$ cat src/dram_params.svh
`ifndef DRAM_PARAMS_SVH
`define DRAM_PARAMS_SVH

// One DRAM word as seen on the controller local side
`define DRAM_WIDTH 128
`define DRAM_BYTES_LOG2 4

// Instruction line is a single DRAM word
`define ILINE_WORDS 1

// Data line spans two DRAM words
`define DLINE_WORDS 2
`define DLINE_BYTES_LOG2 5

// Extra data lines fetched when no stride is given
`define DEFAULT_DPREFETCHES 1

// Mask on stride times length, 255 bytes is 16 words
`define PREFETCH_BYTE_CAP 255

// Stride field sits at dbus_prefetch[16 +: STRIDE_BITS]
`define STRIDE_BITS 6

`endif

$ cat src/mem_hier_pkg.sv
`include "dram_params.svh"

package mem_hier_pkg;

  // Byte address on both CPU buses
  typedef logic [31:0] addr_t;

  // Word as returned by the DDR controller
  typedef logic [`DRAM_WIDTH-1:0] dram_word_t;

  // Cache line widths
  typedef logic [`DRAM_WIDTH*`ILINE_WORDS-1:0] iline_t;
  typedef logic [`DRAM_WIDTH*`DLINE_WORDS-1:0] dline_t;

  // Index of the last DRAM word in a burst
  typedef logic [15:0] blocks_t;

endpackage

$ cat src/request_decode.sv
`timescale 1ns/1ns
`include "dram_params.svh"

module request_decode
  import mem_hier_pkg::*;
(
  input  logic        clk133,
  input  logic        rst_n,
  input  logic        ibus_en,
  input  addr_t       ibus_address,
  input  logic        dbus_en,
  input  addr_t       dbus_address,
  input  logic [31:0] dbus_prefetch,
  input  logic        local_init_done,
  input  logic        done,
  output logic        ibus_wait,
  output logic        dbus_wait,
  output logic        start,
  output addr_t       start_addr,
  output blocks_t     start_blocks,
  output logic        start_is_data
);

  localparam int ILINE_LOG2 = `DRAM_BYTES_LOG2 + $clog2(`ILINE_WORDS);
  localparam addr_t ILINE_MASK = ~addr_t'((1 << ILINE_LOG2) - 1);
  localparam addr_t DLINE_MASK = ~addr_t'((1 << `DLINE_BYTES_LOG2) - 1);
  localparam int PF_TOP = 16 + `STRIDE_BITS;
  localparam blocks_t DFLT_BLOCKS = blocks_t'(`DLINE_WORDS * (1 + `DEFAULT_DPREFETCHES) - 1);

  logic                      ibus_hold;
  logic                      dbus_hold;
  logic                      ibus_elig;
  logic                      dbus_elig;
  logic                      busy;
  logic                      take;
  logic                      pick_data;
  logic [`STRIDE_BITS-1:0]   stride;
  logic                      stride_ok;
  logic [`STRIDE_BITS+15:0]  pf_product;
  logic [15:0]               pf_bytes;
  blocks_t                   pf_blocks;
  blocks_t                   data_blocks;

  // A bus stays out of arbitration until it drops en after service
  assign ibus_elig = ibus_en && !ibus_hold;
  assign dbus_elig = dbus_en && !dbus_hold;
  assign busy = ibus_wait || dbus_wait;
  assign take = !busy && local_init_done && (ibus_elig || dbus_elig);

  // Round robin against the last grant on contention
  assign pick_data = dbus_elig && (!ibus_elig || !start_is_data);

  // Prefetch field is {stride, length}
  assign stride = dbus_prefetch[16 +: `STRIDE_BITS];
  assign stride_ok = (|stride) && (dbus_prefetch[31:PF_TOP] == '0);
  assign pf_product = stride * dbus_prefetch[15:0];
  assign pf_bytes = pf_product[15:0] & 16'(`PREFETCH_BYTE_CAP);

  // Pad the word count out to a whole data line
  assign pf_blocks = blocks_t'(pf_bytes >> `DRAM_BYTES_LOG2) |
                     blocks_t'(`DLINE_WORDS - 1);
  assign data_blocks = stride_ok ? pf_blocks : DFLT_BLOCKS;

  always_ff @(posedge clk133 or negedge rst_n)
  begin
    if (!rst_n)
    begin
      start         <= 1'b0;
      ibus_wait     <= 1'b0;
      dbus_wait     <= 1'b0;
      start_is_data <= 1'b0;
      ibus_hold     <= 1'b0;
      dbus_hold     <= 1'b0;
    end
    else
    begin
      start <= take;
      // start_is_data also serves as the round robin pointer
      if (take)
      begin
        start_is_data <= pick_data;
        ibus_wait     <= !pick_data;
        dbus_wait     <= pick_data;
      end
      else if (done)
      begin
        ibus_wait <= 1'b0;
        dbus_wait <= 1'b0;
      end
      if (done && ibus_wait)
        ibus_hold <= 1'b1;
      else if (!ibus_en)
        ibus_hold <= 1'b0;
      if (done && dbus_wait)
        dbus_hold <= 1'b1;
      else if (!dbus_en)
        dbus_hold <= 1'b0;
    end
  end

  // Request payload for the sequencer
  always_ff @(posedge clk133)
  begin
    if (take)
    begin
      start_addr   <= pick_data ? (dbus_address & DLINE_MASK) : (ibus_address & ILINE_MASK);
      start_blocks <= pick_data ? data_blocks : blocks_t'(`ILINE_WORDS - 1);
    end
  end

endmodule

$ cat src/dram_sequencer.sv
`timescale 1ns/1ns
`include "dram_params.svh"

module dram_sequencer
  import mem_hier_pkg::*;
(
  input  logic       clk133,
  input  logic       rst_n,
  input  logic       start,
  input  addr_t      start_addr,
  input  blocks_t    start_blocks,
  input  logic       start_is_data,
  input  logic       local_ready,
  input  dram_word_t local_rdata,
  input  logic       local_rdata_valid,
  output logic       local_read_req,
  output addr_t      local_address,
  output logic       done,
  output logic       iword_valid,
  output logic       dword_valid,
  output dram_word_t word
);

  typedef enum logic [1:0] {
    S_IDLE,
    S_BURST,
    S_FINISH
  } state_t;

  state_t      state;
  addr_t       addr_r;
  blocks_t     blocks_r;
  logic        is_data_r;
  logic [16:0] issue_cnt;
  logic [16:0] rx_cnt;
  logic [16:0] burst_len;
  logic        accept;
  logic        rx;
  logic        last_rx;

  // A burst is blocks plus one words
  assign burst_len = {1'b0, blocks_r} + 17'd1;

  // Keep requesting until every word of the burst has been accepted
  assign local_read_req = (state == S_BURST) && (issue_cnt != burst_len);
  assign accept = local_read_req && local_ready;

  // Controller takes word addresses
  assign local_address = addr_r >> `DRAM_BYTES_LOG2;

  assign rx = local_rdata_valid && (state == S_BURST);
  assign last_rx = rx && (rx_cnt == {1'b0, blocks_r});

  // Finish lasts one cycle, which makes done a single pulse
  assign done = (state == S_FINISH);

  always_ff @(posedge clk133 or negedge rst_n)
  begin
    if (!rst_n)
    begin
      state     <= S_IDLE;
      issue_cnt <= '0;
      rx_cnt    <= '0;
    end
    else
    begin
      case (state)
        S_IDLE:
        begin
          issue_cnt <= '0;
          rx_cnt    <= '0;
          if (start)
            state <= S_BURST;
        end
        S_BURST:
        begin
          // Issue and receive run side by side
          if (accept)
            issue_cnt <= issue_cnt + 17'd1;
          if (rx)
            rx_cnt <= rx_cnt + 17'd1;
          if (last_rx)
            state <= S_FINISH;
        end
        default:
          state <= S_IDLE;
      endcase
    end
  end

  // Burst parameters and the running request address
  always_ff @(posedge clk133)
  begin
    if (start && (state == S_IDLE))
    begin
      addr_r    <= start_addr;
      blocks_r  <= start_blocks;
      is_data_r <= start_is_data;
    end
    else if (accept)
      addr_r <= addr_r + addr_t'(1 << `DRAM_BYTES_LOG2);
  end

  // Steer each returned word to the side that asked for it
  always_ff @(posedge clk133 or negedge rst_n)
  begin
    if (!rst_n)
    begin
      iword_valid <= 1'b0;
      dword_valid <= 1'b0;
    end
    else
    begin
      iword_valid <= rx && !is_data_r;
      dword_valid <= rx && is_data_r;
    end
  end

  always_ff @(posedge clk133)
  begin
    if (local_rdata_valid)
      word <= local_rdata;
  end

endmodule

$ cat src/fill_assembler.sv
`timescale 1ns/1ns

module fill_assembler
  import mem_hier_pkg::*;
#(
  parameter type line_t = dline_t
)
(
  input  logic       clk133,
  input  logic       rst_n,
  input  logic       start,
  input  addr_t      start_addr,
  input  logic       word_valid,
  input  dram_word_t word,
  output addr_t      filladdr,
  output line_t      filldata,
  output logic       fillwe
);

  localparam int LINE_BITS = $bits(line_t);
  localparam int WORD_BITS = $bits(dram_word_t);
  localparam int WORDS = LINE_BITS / WORD_BITS;
  localparam int LINE_BYTES = LINE_BITS / 8;

  line_t            line_r;
  line_t            shifted;
  logic [WORDS-1:0] slot_r;
  addr_t            addr_r;

  // New word enters at the top, so the first word ends up lowest
  assign shifted = (line_t'(word) << (LINE_BITS - WORD_BITS)) | (line_r >> WORD_BITS);

  // Line is complete when the last slot receives its word
  assign fillwe = word_valid && slot_r[WORDS-1];
  assign filldata = shifted;
  assign filladdr = addr_r;

  // One-hot slot of the next expected word
  always_ff @(posedge clk133 or negedge rst_n)
  begin
    if (!rst_n)
      slot_r <= WORDS'(1);
    else if (start)
      slot_r <= WORDS'(1);
    else if (word_valid)
      slot_r <= (slot_r << 1) | (slot_r >> (WORDS - 1));
  end

  always_ff @(posedge clk133)
  begin
    if (word_valid)
      line_r <= shifted;
  end

  // Line address steps by one line per fill
  always_ff @(posedge clk133)
  begin
    if (start)
      addr_r <= start_addr;
    else if (fillwe)
      addr_r <= addr_r + addr_t'(LINE_BYTES);
  end

endmodule

$ cat src/mem_hierarchy.sv
`timescale 1ns/1ns

module mem_hierarchy
  import mem_hier_pkg::*;
(
  input  logic        clk133,
  input  logic        rst_n,
  input  logic        ibus_en,
  input  addr_t       ibus_address,
  input  logic        dbus_en,
  input  addr_t       dbus_address,
  input  logic [31:0] dbus_prefetch,
  input  logic        local_ready,
  input  logic        local_init_done,
  input  dram_word_t  local_rdata,
  input  logic        local_rdata_valid,
  output logic        ibus_wait,
  output logic        dbus_wait,
  output logic        local_read_req,
  output addr_t       local_address,
  output addr_t       imem_filladdr,
  output iline_t      imem_filldata,
  output logic        imem_fillwe,
  output addr_t       dmem_filladdr,
  output dline_t      dmem_filldata,
  output logic        dmem_fillwe
);

  logic       start;
  addr_t      start_addr;
  blocks_t    start_blocks;
  logic       start_is_data;
  logic       done;
  logic       iword_valid;
  logic       dword_valid;
  dram_word_t word;

  // Arbitration and burst sizing
  request_decode u_decode (
    .clk133          (clk133),
    .rst_n           (rst_n),
    .ibus_en         (ibus_en),
    .ibus_address    (ibus_address),
    .dbus_en         (dbus_en),
    .dbus_address    (dbus_address),
    .dbus_prefetch   (dbus_prefetch),
    .local_init_done (local_init_done),
    .done            (done),
    .ibus_wait       (ibus_wait),
    .dbus_wait       (dbus_wait),
    .start           (start),
    .start_addr      (start_addr),
    .start_blocks    (start_blocks),
    .start_is_data   (start_is_data)
  );

  // Controller read bursts
  dram_sequencer u_seq (
    .clk133            (clk133),
    .rst_n             (rst_n),
    .start             (start),
    .start_addr        (start_addr),
    .start_blocks      (start_blocks),
    .start_is_data     (start_is_data),
    .local_ready       (local_ready),
    .local_rdata       (local_rdata),
    .local_rdata_valid (local_rdata_valid),
    .local_read_req    (local_read_req),
    .local_address     (local_address),
    .done              (done),
    .iword_valid       (iword_valid),
    .dword_valid       (dword_valid),
    .word              (word)
  );

  fill_assembler #(.line_t(iline_t)) u_ifill (
    .clk133     (clk133),
    .rst_n      (rst_n),
    .start      (start),
    .start_addr (start_addr),
    .word_valid (iword_valid),
    .word       (word),
    .filladdr   (imem_filladdr),
    .filldata   (imem_filldata),
    .fillwe     (imem_fillwe)
  );

  fill_assembler #(.line_t(dline_t)) u_dfill (
    .clk133     (clk133),
    .rst_n      (rst_n),
    .start      (start),
    .start_addr (start_addr),
    .word_valid (dword_valid),
    .word       (word),
    .filladdr   (dmem_filladdr),
    .filldata   (dmem_filldata),
    .fillwe     (dmem_fillwe)
  );

endmodule

$ cat config.mk
export PLATFORM = sky130hd
export DESIGN_NAME = mem_hierarchy
export DESIGN_NICKNAME = d
export VERILOG_FILES = /design/src/mem_hier_pkg.sv /design/src/request_decode.sv /design/src/dram_sequencer.sv /design/src/fill_assembler.sv /design/src/mem_hierarchy.sv
export VERILOG_INCLUDE_DIRS = /design/src
export SDC_FILE = /design/constraint.sdc
export NUM_CORES = 1
export LEC_CHECK = 0
export BUFFER_PORTS_ARGS = -buffer_cell sky130_fd_sc_hd__buf_2
export CAP_MARGIN = 0
export CORE_AREA = 8 8 276 278
export DETAILED_ROUTE_END_ITERATION = 16
export DIE_AREA = 0 0 284 286
export HOLD_SLACK_MARGIN = 0.15
export PLACE_DENSITY = 0.54
export SLEW_MARGIN = 20
export SYNTH_ARGS = -nofsm -noshare
export SYNTH_HDL_FRONTEND = slang
export SYNTH_SLANG_ARGS = --single-unit
$ cat constraint.sdc
create_clock -name clk133 -period 5.4 [get_ports clk133]
set_clock_uncertainty 0.2 [all_clocks]
set_input_delay 0.27 -clock clk133 [delete_from_list [all_inputs] [get_ports clk133]]
set_output_delay 0.27 -clock clk133 [all_outputs]
set_load 0.02 [all_outputs]
**Word level (Yosys, flattened, before mapping)**

Index checks and enable logic that the tools add are counted.

- Bits in registers: 591
- Bits of input ports: 231
- Output and inout bits: 485
- Logic and storage cells: 105

- $add $sub $neg: 6
- $mul: 1
- Equal/unequal tests: 10
- Multiplexer cells: 24
- Bitwise gates (word level): 2
- Reductions and logical operators: 39

Operator list:

| operator | number |
|---|---|
| OR 256 x 128 -> 256 bit | 1 |
| two-way mux 32 bit | 7 |
| one-hot mux 17 bit (2 select lines) | 2 |
| adder 32 x 5 -> 32 bit, second input constant | 2 |
| adder 17 x 1 -> 17 bit, second input constant | 2 |
| two-way mux 17 bit | 2 |
| adder 32 x 6 -> 32 bit, second input constant | 1 |
| adder 16 x 1 -> 17 bit, second input constant | 1 |
| == test 17 x 16 -> 1 bit | 1 |
| != test 17 bit | 1 |
| logical AND 1 bit | 16 |
| multiplier 6 x 16 -> 8 bit | 1 |
| nonzero test 2 bit | 6 |
| logical NOT 10 bit | 1 |
| two-way mux 2 bit | 5 |
| != test 2 x 1 -> 1 bit, second input constant | 5 |
| AND reduction 2 bit | 4 |
| logical NOT 1 bit | 7 |
| two-way mux 1 bit | 7 |
| OR reduction 6 bit | 1 |
| one-hot mux 2 bit (2 select lines) | 1 |
| logical OR 1 bit | 3 |
| == test 2 x 1 -> 1 bit, second input constant | 1 |
| == test 2 bit, second input constant | 1 |
| other kinds (3) | 3 |

**Logic depth before layout (Yosys ltp)**

Gate-level depths: netlist of the first run.

- Depth after elaboration: 7
- Depth in mapped cells: 12
- Depth with buffers taken out: 12

**Cells and area by module**

A second synthesis of the first run with hierarchy kept.

- Cell total of the unflattened synthesis: 1674
- Area, all modules: 20787.4 um^2

By module, submodules not included:

| module | times used | cells an instance | area each (um^2) | seq. area each (um^2) |
|---|---|---|---|---|
| dram_sequencer | 1 | 650 | 8790.9 | 6145.9 |
| fill_assembler (u_dfill) | 1 | 451 | 6749.0 | 4855.9 |
| fill_assembler (u_ifill) | 1 | 328 | 2876.5 | 960.9 |
| request_decode | 1 | 245 | 2371.0 | 1111.1 |

**Worst setup path before layout of the first run**

Ideal clock, no wire load.

- Path type: reg2reg
- From: reg u_seq.dword_valid
- To: reg u_dfill.addr_r[10], in the netlist u_dfill.filladdr[10], enable pin
- Library setup time: 370 ps
- Arrival time: 3915 ps
- Data required time: 4830 ps
- Setup slack: 915 ps
- Stages on the path, launching flop included: 3
- Buffers on the path: 0
- Clock period less this slack: 4485 ps
- Cells stage by stage: dfrtp_1 > and2_1 > or2_2

- Longest elaborated chain between the ends: 2

RTL lines:

| item | RTL line | source |
|---|---|---|
| start, declared | dram_sequencer.sv:20 | `output logic dword_valid,` |
| start signal, assigned | dram_sequencer.sv:115 | `dword_valid <= rx && is_data_r;` |
| logical AND 1 bit | fill_assembler.sv:34 | `assign fillwe = word_valid && slot_r[WORDS-1];` |
| named net dmem_fillwe | mem_hierarchy.sv:26 | `output logic dmem_fillwe` |
| nonzero test 2 bit (no line) | - |  |
| end signal, assigned | fill_assembler.sv:59 | `addr_r <= start_addr;` |
| end signal, assigned | fill_assembler.sv:61 | `addr_r <= addr_r + addr_t'(LINE_BYTES);` |
| end, declared | fill_assembler.sv:28 | `addr_t addr_r;` |

The timed path passes the listed nets, and every way through them passes these cells.
A chain may end at the register's enable or synchronous reset.

**Worst setup path in the final report of the first run**

- From: reg u_seq.state[1]
- To: reg u_seq.addr_r[22], enable pin

- Longest elaborated chain between the ends: 4
- Elaborated cells between the ends (all ways): 6
- Classes of those cells: 1 x eq/ne; 5 x reduce/logical

RTL lines:

| item | RTL line | source |
|---|---|---|
| start, declared | dram_sequencer.sv:30 | `state_t state;` |
| start signal, assigned | dram_sequencer.sv:61 | `state <= S_IDLE;` |
| start signal, assigned | dram_sequencer.sv:73 | `state <= S_BURST;` |
| start signal, assigned | dram_sequencer.sv:83 | `state <= S_FINISH;` |
| == test 2 x 1 -> 1 bit | dram_sequencer.sv:45 | `assign local_read_req = (state == S_BURST) && (issue_cnt != burst_len);` |
| logical AND 1 bit | dram_sequencer.sv:45 |  |
| logical AND 1 bit | dram_sequencer.sv:46 | `assign accept = local_read_req && local_ready;` |
| nonzero test 2 bit (no line) (*) | - |  |
| end signal, assigned | dram_sequencer.sv:96 | `addr_r <= start_addr;` |
| end signal, assigned | dram_sequencer.sv:101 | `` addr_r <= addr_r + addr_t'(1 << `DRAM_BYTES_LOG2); `` |
| end, declared | dram_sequencer.sv:31 | `addr_t addr_r;` |

Mark *: on every way between the ends. The rest lies on a longest branch, timed or not.

==> reports/metrics.cfg, run 1 <==
[route]
dr.pass1.iters = 5
via_per_inst = 4.35
drcViolationCount = 0
routedWlPerCell_um = 23.0
vias = 13400
wl_mm = 71.0
drt_iter0_markers = 883
ant_nets = 0

[yosys]
synthTopCellsByArea = edfxtp_1, dfrtp_1, buf_4
yosysMostFrequentCell = edfxtp_1
synth_area_um2 = 18200
yosys-top-cells-count = edfxtp_1, nand2_1, buf_4, nor2_1, xnor2_1
yosys.area.top_type = edfxtp_1
seq_area_frac_synth_pct = 68.6
postSynthCellCount = 1307
synth_seq_cells = 423
netlist.area_leader.share_pct = 62.2
synth_edf_count = 377
synthFlopType = edfxtp_1
syn_area_per_cell_um2 = 13.9
synth_cell_types = 57
yosysWarnings = 0
async_flop_share_pct = 10.9

[sta]
finalHoldViolCount = 0
finalCriticalPeriod_ns = 2.92
worst_pin_slew_ns = 0.973
grt_setup_unrepaired = false
fin_setup_tns_ns = 0
relSlewSlack_pct = 35.1
drv_slew = 0
max_freq_mhz = 343
fin_crit_sh_pct = 54.1
setup_viol = 0
final.setup.worst_slack_ns = 2.48

[final_layout]
syn_to_final_growth_pct = 39.5
fin_util_pct = 35.2
final_layout_size_suffix_gt1_share_pct = 39.2
final_nets = 2336

[clock_tree]
clock_path_buffers = 3
clk_pin_slew_ns = 0.06
post-cts-setup-buffers = 0
tritoncts = done
cts_buffers = 49
cts.sinks = 423
cts_max_level = 2
clockRootBuffer = clkbuf_16
worstSkewPairLatency_ns = 0.59

[global_routing]
grt_overflow_total = 0
grt_pass1_wl_mm = 98.9
grt_max_degree = 132
grt_usage_pct = 16.4
grt_antenna_before_repair = 25
grt_pass1_vias = 13700

[die]
core_um2 = 72100
die_w_um = 284
ios = 716
die_h_um = 286
rows = 99
dieArea_um2 = 81200
initial_core_util_pct = 25.2

[setup_path]
crit_type = flop to flop
worstPathMaxFanout = 58
start_kind = flop
arrival_ns = 2.95
worstPathRequired_ns = 5.43
crit_path_end_kind = flop

[pwr]
power_density_nw_per_um2 = 341
vdd_drop_max_mv = 0.208
leakage_nw = 10.4

[placed_design]
io_buffer_count = 686
place_congestion = 0.907
post-dp-hpwl_mm = 56.2
post-place-ws_ns = 1.86

[status]
outcome = finished clean

[run]
max-cap-violations = 0

[worst_hold_path]
worstHoldPathType = primary input to flop

## layout by cell type (no fill, tap or decap), types with 5 or more instances in the layout
cell / synthesis / layout
clkbuf_16: 0 / 50
diode_2: 0 / 6
nor3_1: 10 / 10
ha_1: 13 / 13
a21oi_1: 43 / 43
nand2_1: 162 / 161
fa_1: 12 / 12
nand3_1: 51 / 51
bufinv_16: 0 / 8
inv_1: 23 / 22
and2_1: 23 / 23
a22o_1: 11 / 11
clkinv_2: 0 / 10
nand2b_1: 5 / 5
mux2_2: 35 / 35
nand4_1: 22 / 22
mux2i_1: 8 / 8
nor4_1: 6 / 6
and4_1: 8 / 8
and3_1: 10 / 10
xnor2_1: 59 / 59
dlygate4sd3_1: 0 / 193
clkinv_1: 0 / 7
or4_1: 10 / 10
o31ai_1: 5 / 5
buf_4: 143 / 7
xor2_1: 45 / 45
dfrtp_1: 45 / 44
edfxtp_1: 377 / 377
conb_1: 1 / 12
buf_2: 5 / 684
nor2_1: 75 / 75
o21ai_0: 22 / 21
## cell type report
| type | count | area (um^2) |
|---|---|---|
| diodes | 6 | 15.0 |
| multi-input cells | 696 | 4470 |
| repair buffers | 886 | 5440 |
| flip-flops and latches | 423 | 12500 |
| well taps | 959 | 1200 |
| clock inverters | 33 | 405 |
| inverters | 24 | 90.1 |
| clock buffers | 54 | 1280 |
| fillers | 7175 | 46700 |
## critical path: stages, from the launching register on
cell and delay, ns:
dfrtp_1 0.66, nor2_1 0.73, nand2_2 0.09, buf_4 0.33, o21ai_2 0.12, buf_4 0.39
## worst paths after layout
path	start	end	slack [ns]	cells after the start
max	u_seq.state[1]$_DFFE_PN0P_	u_seq.addr_r[22]$_DFFE_PP_	2.48	5
min	local_rdata[19]	u_seq.word[19]$_DFFE_PP_	0.21	2
max reg2reg	u_seq.state[1]$_DFFE_PN0P_	u_seq.addr_r[22]$_DFFE_PP_	2.48	5
min reg2reg	u_decode.start_blocks[1]$_SDFFCE_PN0P_	u_seq.blocks_r[1]$_DFFE_PP_	0.22	0
max in group asynchronous	rst_n	u_seq.dword_valid$_DFF_PN0_	3.89	3
min in group asynchronous	rst_n	u_seq.issue_cnt[2]$_DFFE_PN0P_	0.63	3
## state kept, by name, summed over array words and instances (netlist names), 17 cells and up
name                 flops
u_seq.issue_cnt         17
u_ifill.filladdr        28
u_seq.addr_r            28
u_seq.rx_cnt            17
u_dfill.line_r         128
u_decode.start_addr     28
u_dfill.filladdr        28
u_seq.word             128
## logic make-up (layout without fill, tap and decap cells)
| logic type | after synthesis | after routing | synth area share [%] |
|---|---|---|---|
| AO/OA/AOI/OAI | 98 | 98 | 3.29 |
| XOR/XNOR | 104 | 104 | 5.01 |
| adder cells (fa/ha/maj) | 25 | 25 | 2.21 |
| buffers and inverters | 199 | 997 | 7.13 |
| flip-flops | 423 | 423 | 68.6 |
| multiplexers | 43 | 43 | 2.61 |
| other | 1 | 18 | 0.0206 |
| AND/OR/NAND/NOR | 414 | 414 | 11.2 |
## stage by stage
stage	total power, mW	cell area (um^2)	cells	hold slack, ns
after global routing	8.98	25400	3079	0.172
after detailed placement	5.14	21700	2795	0.208
final	8.66	25400	3081	0.210
after CTS	8.79	25300	3074	0.152
after floorplan	4.70	18200	1318	-0.226
after global placement	5.12	21700	2795	0.206
## per-layer routing
layer	up-vias	part of all wire [%]	global-route usage, %
met5	-	0.038	0
met1	6574	37	17.9
met4	4	2.9	4.99
met3	114	8.1	5.35
li1	6087	-	-
met2	611	52	30.2
## power breakdown
group	total, mW	switching [mW]	internal (mW)
sequential	4.05	0.245	3.80
combinational	1.14	0.685	0.453
clock	3.48	1.39	2.09
total	8.66	2.32	6.34
## repair_timing
action,4_1_cts,5_1_grt
setup endpoints to repair,0,0
hold buffers,192,1
hold endpoints to repair,279,17
gates resized for setup,0,0
Note: power is estimated with default switching activity, not from simulation.
==> run 2: changes to the inputs <==
--- a/config.mk
+++ b/config.mk
@@ -6,13 +6,14 @@
 export SDC_FILE = /design/constraint.sdc
 export NUM_CORES = 1
 export LEC_CHECK = 0
+export ABC_AREA = 1
 export BUFFER_PORTS_ARGS = -buffer_cell sky130_fd_sc_hd__buf_2
 export CAP_MARGIN = 0
-export CORE_AREA = 8 8 276 278
+export CORE_AREA = 8 8 272 274
 export DETAILED_ROUTE_END_ITERATION = 16
-export DIE_AREA = 0 0 284 286
+export DIE_AREA = 0 0 280 282
 export HOLD_SLACK_MARGIN = 0.15
-export PLACE_DENSITY = 0.54
+export PLACE_DENSITY = 0.59
 export SLEW_MARGIN = 20
 export SYNTH_ARGS = -nofsm -noshare
 export SYNTH_HDL_FRONTEND = slang
==> constraint.sdc (replaced) <==
create_clock -name clk133 -period 2.6 [get_ports clk133]
set_clock_uncertainty 0.2 [all_clocks]
set_input_delay 0.13 -clock clk133 [delete_from_list [all_inputs] [get_ports clk133]]
set_output_delay 0.13 -clock clk133 [all_outputs]
set_load 0.02 [all_outputs]
==> run 2 against run 1 <==
Net effect: global-route usage is 3.3 points higher; sequential cell count stayed put; sequential power is 130% higher; die area is 2.8% lower; final cell count is 19% higher; clock power is 89% higher; first-iteration DRC count is 76% higher; synthesized cell count is 34% higher; non-clock buffer count is 155 higher; cell area is 9.8% higher; largest cell class unchanged.
==> reports/metrics.cfg, run 2 <==
[sta]
final.setup.worst_slack_ns = 0.150  ; -2.33 ns
grt_setup_unrepaired = true
drv_slew = 0  ; unchanged
finalHoldViolCount = 0  ; unchanged
finalCriticalPeriod_ns = 2.45
worst_pin_slew_ns = 0.745  ; -0.228 ns
relSlewSlack_pct = 50.3  ; +15 points
fin_crit_sh_pct = 94.2
setup_viol = 0  ; unchanged
max_freq_mhz = 408

[route]
dr.pass1.iters = 5  ; unchanged
ant_nets = 0  ; unchanged
drcViolationCount = 0  ; unchanged
drt_iter0_markers = 1550  ; +76%
routedWlPerCell_um = 22.3  ; -3.0%
vias = 16500  ; +23%
wl_mm = 82.0  ; +16%
via_per_inst = 4.49  ; +3.3%

[global_routing]
grt_overflow_total = 0  ; unchanged
grt_pass1_wl_mm = 115  ; +16%
grt_max_degree = 108  ; -18%
grt_pass1_vias = 16700  ; +22%
grt_antenna_before_repair = 25  ; unchanged
grt_usage_pct = 19.8  ; +3.3 points

[die]
die_w_um = 280  ; -1.4%
rows = 97  ; -2.0%
initial_core_util_pct = 27.7  ; +2.5 points
dieArea_um2 = 79000  ; -2.8%
core_um2 = 69500  ; -3.5%
ios = 716  ; unchanged
die_h_um = 282  ; -1.4%

[run]
max-cap-violations = 0  ; unchanged

[final_layout]
fillers = 6752  ; -5.9%
fin_area_um2 = 27800  ; +9.8%
mostFrequentLayoutCells = buf_2, nand2_1, edfxtp_1, dlygate4sd3_1, inv_1
top_regs = u_dfill.line_r (128), u_seq.word (128)
layout_commonest_cell = buf_2
final_nets = 2939  ; +26%
syn_to_final_growth_pct = 44.6
fin_util_pct = 40.0  ; +4.8 points
final_layout_size_suffix_gt1_share_pct = 31.3  ; -8.0 points

[yosys]
synth_edf_count = 377  ; unchanged
synth_adder_area_share_pct = 2.09  ; -0.12 points
yosys-top-cells-count = nand2_1, edfxtp_1, buf_4, inv_1, nor2_1
postSynthCellCount = 1751  ; +34%
synthXorXnorAreaFrac_pct = 2.73  ; -2.3 points
yosysWarnings = 0  ; unchanged
synth_area_um2 = 19300  ; +5.9%
synth_simple_gate_area_share_pct = 18.6  ; +7.4 points
synth_seq_cells = 423  ; unchanged
yosys.area.top_type = edfxtp_1
async_flop_share_pct = 10.9  ; unchanged
syn_area_per_cell_um2 = 11.0  ; -21%
synthFlopType = edfxtp_1
netlist.area_leader.share_pct = 58.8  ; -3.5 points
synth_compound_area_share_pct = 2.83  ; -0.47 points
muxShareOfSynthArea_pct = 0  ; -2.6 points
synth_cell_types = 52  ; -8.8%
yosysMostFrequentCell = nand2_1
synth_top_family_by_area = simple AND/OR/NAND/NOR gates
seq_area_frac_synth_pct = 64.8  ; -3.8 points
synthTopCellsByArea = edfxtp_1, nand2_1, dfrtp_1

[setup_path]
worstPathRequired_ns = 2.27  ; -3.16 ns
critical_path_buf_inv_count = 3  ; +1
critPathSlowestCell = edfxtp_1
start_kind = flop
worstPathMaxFanout = 4  ; -93%
cp_top_family = simple AND/OR/NAND/NOR gates
crit_path_cell_trace = ha_4 > inv_2 > nand2_1 > nand2_1 > nor2_1 > nand2_1 > nor2_2 > nand3_2 > nand2_2 > inv_2 > buf_6
crit_type = flop to output pin
crit_path_end_kind = output pin
arrival_ns = 2.12  ; -0.83 ns
cp_common_cell = nand2_1
crit_path_max_incr_delay_ns = 0.48  ; -0.25 ns

[pwr]
leakage_nw = 12.2  ; +17%
p_total_mw = 21.0  ; +140%
vdd_drop_max_mv = 0.551  ; +170%
p_int_mw = 14.0  ; +120%
seqPwrFrac_pct = 45.3  ; -1.4 points
pwr-share-comb_pct = 23.4  ; +10 points
sw_frac_of_total_pct = 33.5  ; +6.7 points
power_frac_clock_pct = 31.4  ; -8.8 points
power_density_nw_per_um2 = 755  ; +120%
switching_power_mw = 7.04  ; +200%

[placed_design]
post-place-ws_ns = -0.447  ; -2.31 ns
place_congestion = 0.951  ; +4.9%
post-dp-hpwl_mm = 62.0  ; +10%
dpl_cell_area_um2 = 23100  ; +6.2%
io_buffer_count = 686  ; unchanged

[clock_tree]
worstSkewPairLatency_ns = 0.59  ; about the same
cts_buffers = 47  ; -4.1%
cts.sinks = 423  ; unchanged
clock_path_buffers = 3  ; unchanged
clk_pin_slew_ns = 0.06  ; about the same
clockRootBuffer = clkbuf_16
cts_max_level = 2  ; unchanged
tritoncts = done

[worst_hold_path]
worstHoldPathType = primary input to flop

[status]
outcome = finished clean

==> run 2: cell types whose count changed in the layout (fill, tap and decap cells not counted), sizes merged, moves of 37 or more <==
cell / before / now
nand2: 162 / 525
nor2: 81 / 141
o21ai: 22 / 59
nand3: 52 / 89
inv: 27 / 138
dlygate4sd3: 193 / 317
==> run 2: final timing paths <==
path | start | end | slack [ns] | cells past startpoint
max in group asynchronous | rst_n | u_seq.dword_valid$_DFF_PN0_ | 1.43 | 4
hold / removal | local_rdata[34] | u_seq.word[34]$_DFFE_PP_ | 0.14 | 2
min in group asynchronous | rst_n | u_dfill.slot_r[0]$_DFFE_PN1P_ | 0.51 | 3
setup reg to reg | u_decode.ibus_hold$_DFFE_PN0P_ | u_decode.start_addr[6]$_DFFE_PP_ | 0.34 | 8
hold reg to reg | u_seq.is_data_r$_DFFE_PP_ | u_seq.iword_valid$_DFF_PN0_ | 0.23 | 1
setup / recovery | u_seq.blocks_r[0]$_DFFE_PP_ | local_read_req | 0.15 | 11
==> run 2: power by group through the flow <==
stage / logic, mW / clock network, mW / registers [mW]
after floorplan: 2.20 / 0 / 9.93
after global placement: 4.39 / 0 / 9.65
after detailed placement: 4.42 / 0 / 9.64
after CTS: 4.92 / 6.75 / 9.51
after global routing: 5.37 / 6.97 / 9.62
final: 4.91 / 6.59 / 9.51
==> run 2: logic make-up (layout without fill, tap and decap cells) <==
kind of cell | count (synthesis) | count (layout)
and+or+nand+nor | 838 | 838
DFF | 423 | 423
xor gates and xnor gates | 60 | 60
AOI/OAI and AO/OA | 97 | 97
other | 1 | 21
buffers and inverters | 307 | 1267
adders and majority gates | 25 | 25
==> run 2: metrics by stage <==
stage / TNS [ns] / std cells / hold slack [ns]
2_1_floorplan: -0.646 / 1762 / -0.366
3_3_place_gp: -1.18 / 3255 / 0.107
3_5_place_dp: -1.23 / 3255 / 0.108
4_1_cts: 0 / 3661 / 0.151
5_1_grt: -0.000116 / 3668 / 0.151
6_report: 0 / 3671 / 0.144
==> run 2: repair_timing <==
item | in CTS | in global routing
setup buffers | 0 | 1
resized for setup | 0 | 12
hold endpoints to repair | 341 | 0
hold buffers | 318 | 0
setup endpoints to repair | 0 | 2
==> run 2: metal layers <==
layer  routed length [um]  vias to the layer above  track usage, %
met5                   23                        -               0
met4                 3070                        4            7.21
met3                 6530                      135            4.60
met2                40800                      814            34.4
met1                31600                     7939            23.8
li1                     -                     7595               -
==> run 2: layout make-up <==
cell class	count	area [um^2]	area share (%)
clock buffers	52	1220	4.37
inverters	138	527	1.89
diodes	9	22.5	0.0809
clock inverters	36	278	0.997
flip-flops and latches	423	12500	44.8
well taps	940	1180	4.22
multi-input cells	1032	5170	18.6
repair buffers	1041	6980	25.1
==> run 2: worst register-to-register path: stages, from the launching register on <==
cell	delay, ns
dfrtp_1	0.39
nor2_1	0.11
nand2_1	0.05
nand2_1	0.07
inv_1	0.19
buf_12	0.24
nand2_1	0.12
nand2_1	0.08
dlygate4sd3_1	0.56
